==> src/hdl/mixer_pkg.sv <==
`default_nettype none

package mixer_pkg;

	//////////////////////////////////////////////////////////////////////
	// Data widths
	//////////////////////////////////////////////////////////////////////

	// One word from the host link
	typedef logic [15:0] host_word_t;

	// Audio sample, two's complement
	typedef logic signed [15:0] sample_t;

	// Sample plus one guard bit for sums
	typedef logic signed [16:0] wide_sample_t;

	// Bit 4 mutes, bits 3..0 are the right shift
	typedef logic [4:0] att_t;

	// One bit per board LED
	typedef logic [7:0] led_byte_t;

	//////////////////////////////////////////////////////////////////////
	// State and mode encodings
	//////////////////////////////////////////////////////////////////////

	// Left/right cross-feed strength
	typedef enum logic [1:0] {
		MIX_NONE  = 2'd0,
		MIX_LIGHT = 2'd1,
		MIX_HALF  = 2'd2,
		MIX_FULL  = 2'd3
	} mix_mode_t;

	// First word after select is the command
	typedef enum logic {
		DEC_WAIT_CMD = 1'b0,
		DEC_DATA     = 1'b1
	} dec_state_t;

	// User-I/O command bytes
	localparam logic [7:0] CMD_LED    = 8'h25;
	localparam logic [7:0] CMD_VOLUME = 8'h26;

endpackage

`default_nettype wire

==> src/hdl/audio_mix.sv <==
`timescale 1ns/1ps
`default_nettype none

module audio_mix
	import mixer_pkg::*;
(
	input  wire       clk_sys,
	input  wire       resetd,

	input  att_t      i_att,
	input  mix_mode_t i_mix,
	input  wire       i_core_signed,

	input  sample_t   i_core,
	input  sample_t   i_host,

	// Pre-mix sample of the opposite channel
	input  sample_t   i_pre,

	output sample_t   o_pre,
	output sample_t   o_out
);

	//////////////////////////////////////////////////////////////////////
	// Glitch filter
	//////////////////////////////////////////////////////////////////////

	sample_t d1;
	sample_t d2;
	sample_t d3;
	sample_t core_f;

	always_ff @(posedge clk_sys) begin
		d1 <= i_core;
		d2 <= d1;
		d3 <= d2;
	end

	// Only a value seen twice in a row gets through
	always_ff @(posedge clk_sys) begin
		if (resetd) begin
			core_f <= '0;
		end else if (d2 == d3) begin
			core_f <= d2;
		end
	end

	//////////////////////////////////////////////////////////////////////
	// Sum, cross-feed, attenuation, clamp
	//////////////////////////////////////////////////////////////////////

	wide_sample_t a1;
	wide_sample_t a2;
	wide_sample_t a3;
	wide_sample_t a4;

	always_ff @(posedge clk_sys) begin
		if (resetd) begin
			a1    <= '0;
			a2    <= '0;
			a3    <= '0;
			a4    <= '0;
			o_pre <= '0;
			o_out <= '0;
		end else begin
			// Unsigned core audio is halved to keep the same headroom
			if (i_core_signed) begin
				a1 <= wide_sample_t'(core_f);
			end else begin
				a1 <= {2'b00, core_f[15:1]};
			end

			a2    <= a1 + i_host;
			o_pre <= a2[16:1];

			case (i_mix)
				MIX_NONE:  a3 <= a2;
				MIX_LIGHT: a3 <= a2 - (a2 >>> 3) + (i_pre >>> 2);
				MIX_HALF:  a3 <= a2 - (a2 >>> 2) + (i_pre >>> 1);
				MIX_FULL:  a3 <= (a2 >>> 1) + i_pre;
				default:   a3 <= a2;
			endcase

			if (i_att[4]) begin
				a4 <= '0;
			end else begin
				a4 <= a3 >>> i_att[3:0];
			end

			// Guard bit and sign disagree on overflow
			if (a4[16] != a4[15]) begin
				o_out <= a4[16] ? 16'sh8000 : 16'sh7fff;
			end else begin
				o_out <= a4[15:0];
			end
		end
	end

endmodule

`default_nettype wire

==> src/hdl/cmd_decoder.sv <==
`timescale 1ns/1ps
`default_nettype none

module cmd_decoder
	import mixer_pkg::*;
(
	input  wire        clk_sys,
	input  wire        resetd,

	// Channel select from the host
	input  wire        i_io_sel,

	// Words from the link
	input  wire        i_word_stb,
	input  host_word_t i_word,

	// Status shown where the host does not take over
	input  led_byte_t  i_led_status,

	output att_t       o_att,
	output led_byte_t  o_led
);

	dec_state_t state;
	logic [7:0] cmd;

	led_byte_t  led_overtake;
	led_byte_t  led_state;

	//////////////////////////////////////////////////////////////////////
	// Command framing
	//////////////////////////////////////////////////////////////////////

	always_ff @(posedge clk_sys) begin
		if (resetd) begin
			state <= DEC_WAIT_CMD;
			cmd   <= 8'h00;
		end else if (~i_io_sel) begin
			// Deselect ends the current command
			state <= DEC_WAIT_CMD;
			cmd   <= 8'h00;
		end else if (i_word_stb && state == DEC_WAIT_CMD) begin
			state <= DEC_DATA;
			cmd   <= i_word[7:0];
		end
	end

	//////////////////////////////////////////////////////////////////////
	// Register writes
	//////////////////////////////////////////////////////////////////////

	// Every data word re-applies the held command
	always_ff @(posedge clk_sys) begin
		if (resetd) begin
			led_overtake <= '0;
			led_state    <= '0;
			o_att        <= '0;
		end else if (i_io_sel && i_word_stb && state == DEC_DATA) begin
			case (cmd)
				CMD_LED: begin
					led_overtake <= i_word[15:8];
					led_state    <= i_word[7:0];
				end
				CMD_VOLUME: begin
					o_att <= i_word[4:0];
				end
				default: begin
					// Unknown commands leave the registers alone
				end
			endcase
		end
	end

	//////////////////////////////////////////////////////////////////////
	// Board LEDs
	//////////////////////////////////////////////////////////////////////

	// Overtake bit set picks the host state, clear picks status
	always_ff @(posedge clk_sys) begin
		if (resetd) begin
			o_led <= '0;
		end else begin
			o_led <= (led_overtake & led_state) | (~led_overtake & i_led_status);
		end
	end

endmodule

`default_nettype wire

==> src/hdl/host_link.sv <==
`timescale 1ns/1ps
`default_nettype none

module host_link
	import mixer_pkg::*;
#(
	parameter int SYNC_STAGES = 2
)
(
	input  wire        clk_sys,
	input  wire        resetd,

	// Host side, four-phase req/ack
	input  wire        i_io_req,
	input  host_word_t i_io_din,
	output logic       o_io_ack,

	// One strobe per transfer
	output logic       o_word_stb,
	output host_word_t o_word
);

	// Request synchronizer, oldest stage on top
	logic [SYNC_STAGES-1:0] req_sync;
	logic                   req_s;

	assign req_s = req_sync[SYNC_STAGES-1];

	always_ff @(posedge clk_sys) begin
		if (resetd) begin
			req_sync <= '0;
		end else begin
			req_sync <= {req_sync[SYNC_STAGES-2:0], i_io_req};
		end
	end

	// Ack follows the synchronized request
	// A new word is only taken while ack is still low
	always_ff @(posedge clk_sys) begin
		if (resetd) begin
			o_io_ack   <= 1'b0;
			o_word_stb <= 1'b0;
		end else begin
			o_word_stb <= req_s & ~o_io_ack;
			if (req_s & ~o_io_ack) begin
				o_io_ack <= 1'b1;
			end else if (~req_s) begin
				o_io_ack <= 1'b0;
			end
		end
	end

	// Host holds the word stable while req is high
	always_ff @(posedge clk_sys) begin
		if (req_s & ~o_io_ack) begin
			o_word <= i_io_din;
		end
	end

endmodule

`default_nettype wire

==> src/hdl/host_top.sv <==
`timescale 1ns/1ps
`default_nettype none

module host_top
	import mixer_pkg::*;
#(
	parameter int SYNC_STAGES = 2
)
(
	input  wire        clk_sys,
	input  wire        resetd,

	// Host link
	input  wire        i_io_req,
	input  wire        i_io_sel,
	input  host_word_t i_io_din,
	output logic       o_io_ack,

	// Board LEDs
	input  led_byte_t  i_led_status,
	output led_byte_t  o_led,

	// Audio
	input  sample_t    i_core_l,
	input  sample_t    i_core_r,
	input  wire        i_core_signed,
	input  mix_mode_t  i_mix,
	input  sample_t    i_host_l,
	input  sample_t    i_host_r,
	output sample_t    o_audio_l,
	output sample_t    o_audio_r
);

	logic       word_stb;
	host_word_t word;
	att_t       att;

	sample_t    pre_l;
	sample_t    pre_r;

	//////////////////////////////////////////////////////////////////////
	// Host command path
	//////////////////////////////////////////////////////////////////////

	host_link #(
		.SYNC_STAGES (SYNC_STAGES)
	) link0 (
		.clk_sys    (clk_sys),
		.resetd     (resetd),
		.i_io_req   (i_io_req),
		.i_io_din   (i_io_din),
		.o_io_ack   (o_io_ack),
		.o_word_stb (word_stb),
		.o_word     (word)
	);

	cmd_decoder dec0 (
		.clk_sys      (clk_sys),
		.resetd       (resetd),
		.i_io_sel     (i_io_sel),
		.i_word_stb   (word_stb),
		.i_word       (word),
		.i_led_status (i_led_status),
		.o_att        (att),
		.o_led        (o_led)
	);

	//////////////////////////////////////////////////////////////////////
	// Audio path, pre samples cross over
	//////////////////////////////////////////////////////////////////////

	audio_mix mix_l (
		.clk_sys       (clk_sys),
		.resetd        (resetd),
		.i_att         (att),
		.i_mix         (i_mix),
		.i_core_signed (i_core_signed),
		.i_core        (i_core_l),
		.i_host        (i_host_l),
		.i_pre         (pre_r),
		.o_pre         (pre_l),
		.o_out         (o_audio_l)
	);

	audio_mix mix_r (
		.clk_sys       (clk_sys),
		.resetd        (resetd),
		.i_att         (att),
		.i_mix         (i_mix),
		.i_core_signed (i_core_signed),
		.i_core        (i_core_r),
		.i_host        (i_host_r),
		.i_pre         (pre_l),
		.o_pre         (pre_r),
		.o_out         (o_audio_r)
	);

endmodule

`default_nettype wire

==> config.mk <==
export PLATFORM = sky130hd
export DESIGN_NAME = host_top
export DESIGN_NICKNAME = d
export VERILOG_FILES = /design/src/hdl/mixer_pkg.sv /design/src/hdl/audio_mix.sv /design/src/hdl/cmd_decoder.sv /design/src/hdl/host_link.sv /design/src/hdl/host_top.sv
export SDC_FILE = /design/constraint.sdc
export NUM_CORES = 1
export LEC_CHECK = 0
export BUFFER_PORTS_ARGS = -buffer_cell sky130_fd_sc_hd__buf_2
export CAP_MARGIN = 30
export CORE_MARGIN = 2
export CORE_UTILIZATION = 50
export CTS_BUF_LIST = sky130_fd_sc_hd__clkbuf_16
export CTS_CLUSTER_SIZE = 8
export DETAILED_ROUTE_END_ITERATION = 12
export PLACE_DENSITY = 0.79
export SLEW_MARGIN = 25
export SYNTH_ARGS = -nofsm -noshare
export SYNTH_HDL_FRONTEND = slang
export SYNTH_HIERARCHICAL = 1
export SYNTH_SLANG_ARGS = --single-unit
==> constraint.sdc <==
create_clock -name clk_sys -period 9.1 [get_ports clk_sys]
set_input_delay 0.455 -clock clk_sys [delete_from_list [all_inputs] [get_ports clk_sys]]
set_output_delay 0.455 -clock clk_sys [all_outputs]
set_load 0.005 [all_outputs]
==> flow_metrics.tcl <==
set metrics [dict create \
    overflow 0 \
    finalNonFillerCells 2961 \
    detail_route.wl_per_cell_um 16.9 \
    ir_worst_vdd_uv 150 \
    power.density_nw_per_um2 191 \
    first_global_vias 16700 \
    worst_setup_path_start_kind "flop" \
    grt_max_degree 95 \
    cts_tree "yes" \
    skew_ns 0.0277 \
    reg2reg_from "mix_r/a2[4]" \
    hold_path_end "link0/o_word[5]" \
    port_buffers 135 \
    worstMarginPinSlew_ns 0.942 \
    io_pins 136 \
    clock_path_buffers 3 \
    place_inst 2853 \
    outcome "finished clean" \
    hold_class "in -> reg" \
    critical_path.max_stage_delay_ns 0.54 \
    rsz0062_at_grt "no" \
    crit_path_top_delay_cell "fa_1" \
    vias 16300 \
    areaGrowthSynthToFinish_pct 14.0 \
    yosysWarnings 6 \
    finalHoldViolCount 0 \
    worstHoldPathCells 1 \
    numCtsBuffers 55 \
    crit_fanout 6 \
    wl_um 49900 \
    r2r_slack_ns 5.51 \
    cts_root_buf "clkbuf_16" \
    ant_nets 0 \
    layout_common_cells "dfxtp_1, nor2_1, inv_1, ha_1, a21oi_1" \
    post-route-period-util_pct 39.4 \
    period_needed_ns 3.59 \
    core_um2 41800 \
    gp_congestion 0.966 \
    p_leak_nw 10.9 \
    relSlewSlack_pct 37.2 \
    drt_iter0_drc 854 \
    finalSetupViolCount 0 \
    dieArea_um2 43700 \
    layout_commonest_cell "dfxtp_1" \
    first_pass_iters 5 \
    hpwl_um 36800 \
    max-cap-violations 0 \
    h-tree-depth 2 \
    synth.distinct_cells 90 \
    cts.sinks 384 \
    r2r.worst_path.cells 11 \
    path_clk_slew_ns 0.05 \
    fmax_mhz 279 \
    ys_seq_elements 384 \
    crit_type "reg -> reg" \
    cp_num_buf_inv 2 \
    rr_endpoint "mix_r/a3[16]" \
    cp_top_family "compound AO/OA/AOI/OAI gates" \
    timing.hold.ws_ns 0.0550 \
    path_cells "inv_1 -> fa_1 -> inv_1 -> ha_1 -> a2111oi_2 -> a21boi_2 -> o211ai_1 -> a2111oi_2 -> or3_1 -> a21oi_1 -> a311oi_1" \
    synth.avg_cell_area_um2 9.36 \
    syn-cell-area_um2 21000 \
    fillCellCount 3497 \
    async_flop_share_pct 0 \
    drcViolationCount 0 \
    fin_tns_setup_ns 0 \
    vias_per_cell 5.50 \
    die_y_um 209 \
    antennaDiodeCount 0 \
    nets 2724 \
    synthCells 2245 \
    grt_pass1_wl_um 82000 \
    antenna_found_initial 2 \
    yosysSeqAreaShare_pct 37.3 \
    synth_edf_count 16 \
    slew_violations 0 \
    drive_gt1_share_pct 11.1 \
    worstPathArrival_ns 4.07 \
    syn_nets 2566 \
    cp.required_ns 9.58 \
    initial_core_util_pct 50.3 \
    clkLatencyLatePin_ns 0.59 \
    ys.flop_type "dfxtp_1" \
    rows 75 \
    min_from "i_io_din[5]" \
    die_w_um 209 \
    setup.worst_path.end_class "flop" \
    grt_usage_pct 22.9 \
]
## per-stage QoR
step                cell area [um^2]  power, mW  utilization (%)  setup slack [ns]
finish                         24000       4.57             57.4              5.51
global route                   24000       4.80             57.4              5.24
CTS                            24000       4.60             57.4              5.58
detailed placement             22100       2.80             53.0              5.61
global placement               22100       2.77             53.0              5.67
floorplan                      21000       2.56                -              6.05
## per-layer routing
layer / global-route usage (%) / vias to the layer above / wire length, um
met5: 0 / - / 12
li1: - / 7954 / -
met2: 39.7 / 498 / 24000
met1: 27.4 / 7671 / 21000
met3: 4.09 / 151 / 2730
met4: 11.6 / 2 / 2160
## repair_timing
item | 4_1_cts | 5_1_grt
hold buffers | 32 | 0
endpoints found under the hold margin | 32 | 0
gates resized for setup | 0 | 0
buffers inserted | 0 | 0
endpoints found under the setup margin | 0 | 0
## flip-flops by register name, indices dropped and copies added, names as in the netlist, 16 cells and up
signal,cells
mix_l/a2,17
mix_l/a3,17
mix_l/a4,17
mix_r/a2,17
mix_r/a3,17
mix_r/a4,17
link0/o_word,16
mix_l/a1,16
mix_l/core_f,16
mix_l/d1,16
mix_l/d2,16
mix_l/d3,16
mix_l/o_out,16
mix_l/o_pre,16
mix_r/a1,16
mix_r/core_f,16
mix_r/d1,16
mix_r/d2,16
mix_r/d3,16
mix_r/o_out,16
mix_r/o_pre,16
## kinds of logic (layout without fill, tap and decap cells)
kind of cell / after synthesis / in the layout / share of synthesized area [%]
simple gates: 588 / 588 / 13.0
buf+inv: 319 / 496 / 5.89
mux: 146 / 146 / 8.13
flops: 384 / 384 / 37.3
fa+ha+maj: 226 / 226 / 15.7
xor+xnor: 118 / 118 / 4.92
compound gates: 464 / 464 / 15.0
## synthesized netlist by cell type (8+ instances only)
| master | number | area (um^2) |
|---|---|---|
| inv_1 | 234 | 878 |
| nor2b_1 | 28 | 175 |
| clkbuf_1 | 55 | 206 |
| a21o_1 | 31 | 233 |
| buf_1 | 10 | 37.5 |
| a21oi_1 | 144 | 721 |
| nand3_1 | 9 | 45.0 |
| mux4_2 | 19 | 428 |
| o21ai_0 | 74 | 370 |
| mux2_2 | 8 | 90.1 |
| o21bai_1 | 13 | 97.6 |
| nor3_1 | 39 | 195 |
| nand2b_1 | 54 | 338 |
| mux2i_1 | 119 | 1190 |
| o211ai_1 | 11 | 82.6 |
| or3_1 | 8 | 50.1 |
| nand2_1 | 123 | 462 |
| fa_1 | 64 | 1280 |
| a221oi_1 | 9 | 78.8 |
| o22ai_1 | 10 | 62.6 |
| xnor2_1 | 57 | 499 |
| edfxtp_1 | 16 | 480 |
| ha_1 | 162 | 2030 |
| a211oi_1 | 47 | 353 |
| o21a_1 | 33 | 248 |
| a31oi_1 | 13 | 81.3 |
| xor2_1 | 61 | 534 |
| nor2_1 | 263 | 987 |
| nor4_1 | 14 | 87.6 |
| dfxtp_1 | 368 | 7370 |
## cell type report
class,instances,area (um^2),share of cell area [%]
multi-input combinational,1542,11900,49.8
sequential,384,7850,32.8
clock buffer,56,1400,5.85
timing repair buffer,180,1110,4.64
tap,539,674,2.81
inverter,240,901,3.76
clock inverter,20,92.6,0.386
## how the worst max path moves through the flow
stage                     cells past startpoint            from  slack (ns)      endpoint
after floorplan                              12  mix_r/o_pre[2]        6.05   mix_l/a3[8]
after global placement                       11     mix_r/a2[4]        5.67   mix_r/a3[8]
after detailed placement                     11     mix_r/a2[4]        5.61  mix_r/a3[12]
after CTS                                    11     mix_r/a2[4]        5.58  mix_r/a3[12]
after global routing                         12     mix_l/a2[8]        5.24  mix_l/a3[15]
final                                        11     mix_r/a2[4]        5.51  mix_r/a3[16]
## report_power, final
group	leakage, nW	switching [mW]	internal, mW	total [mW]
Combinational	6.94	0.534	0.402	0.937
Clock	0.775	0.697	1.08	1.77
Sequential	3.19	0.0633	1.79	1.86
Total	10.9	1.29	3.27	4.57
No activity file was read; power rests on OpenSTA's default activity.
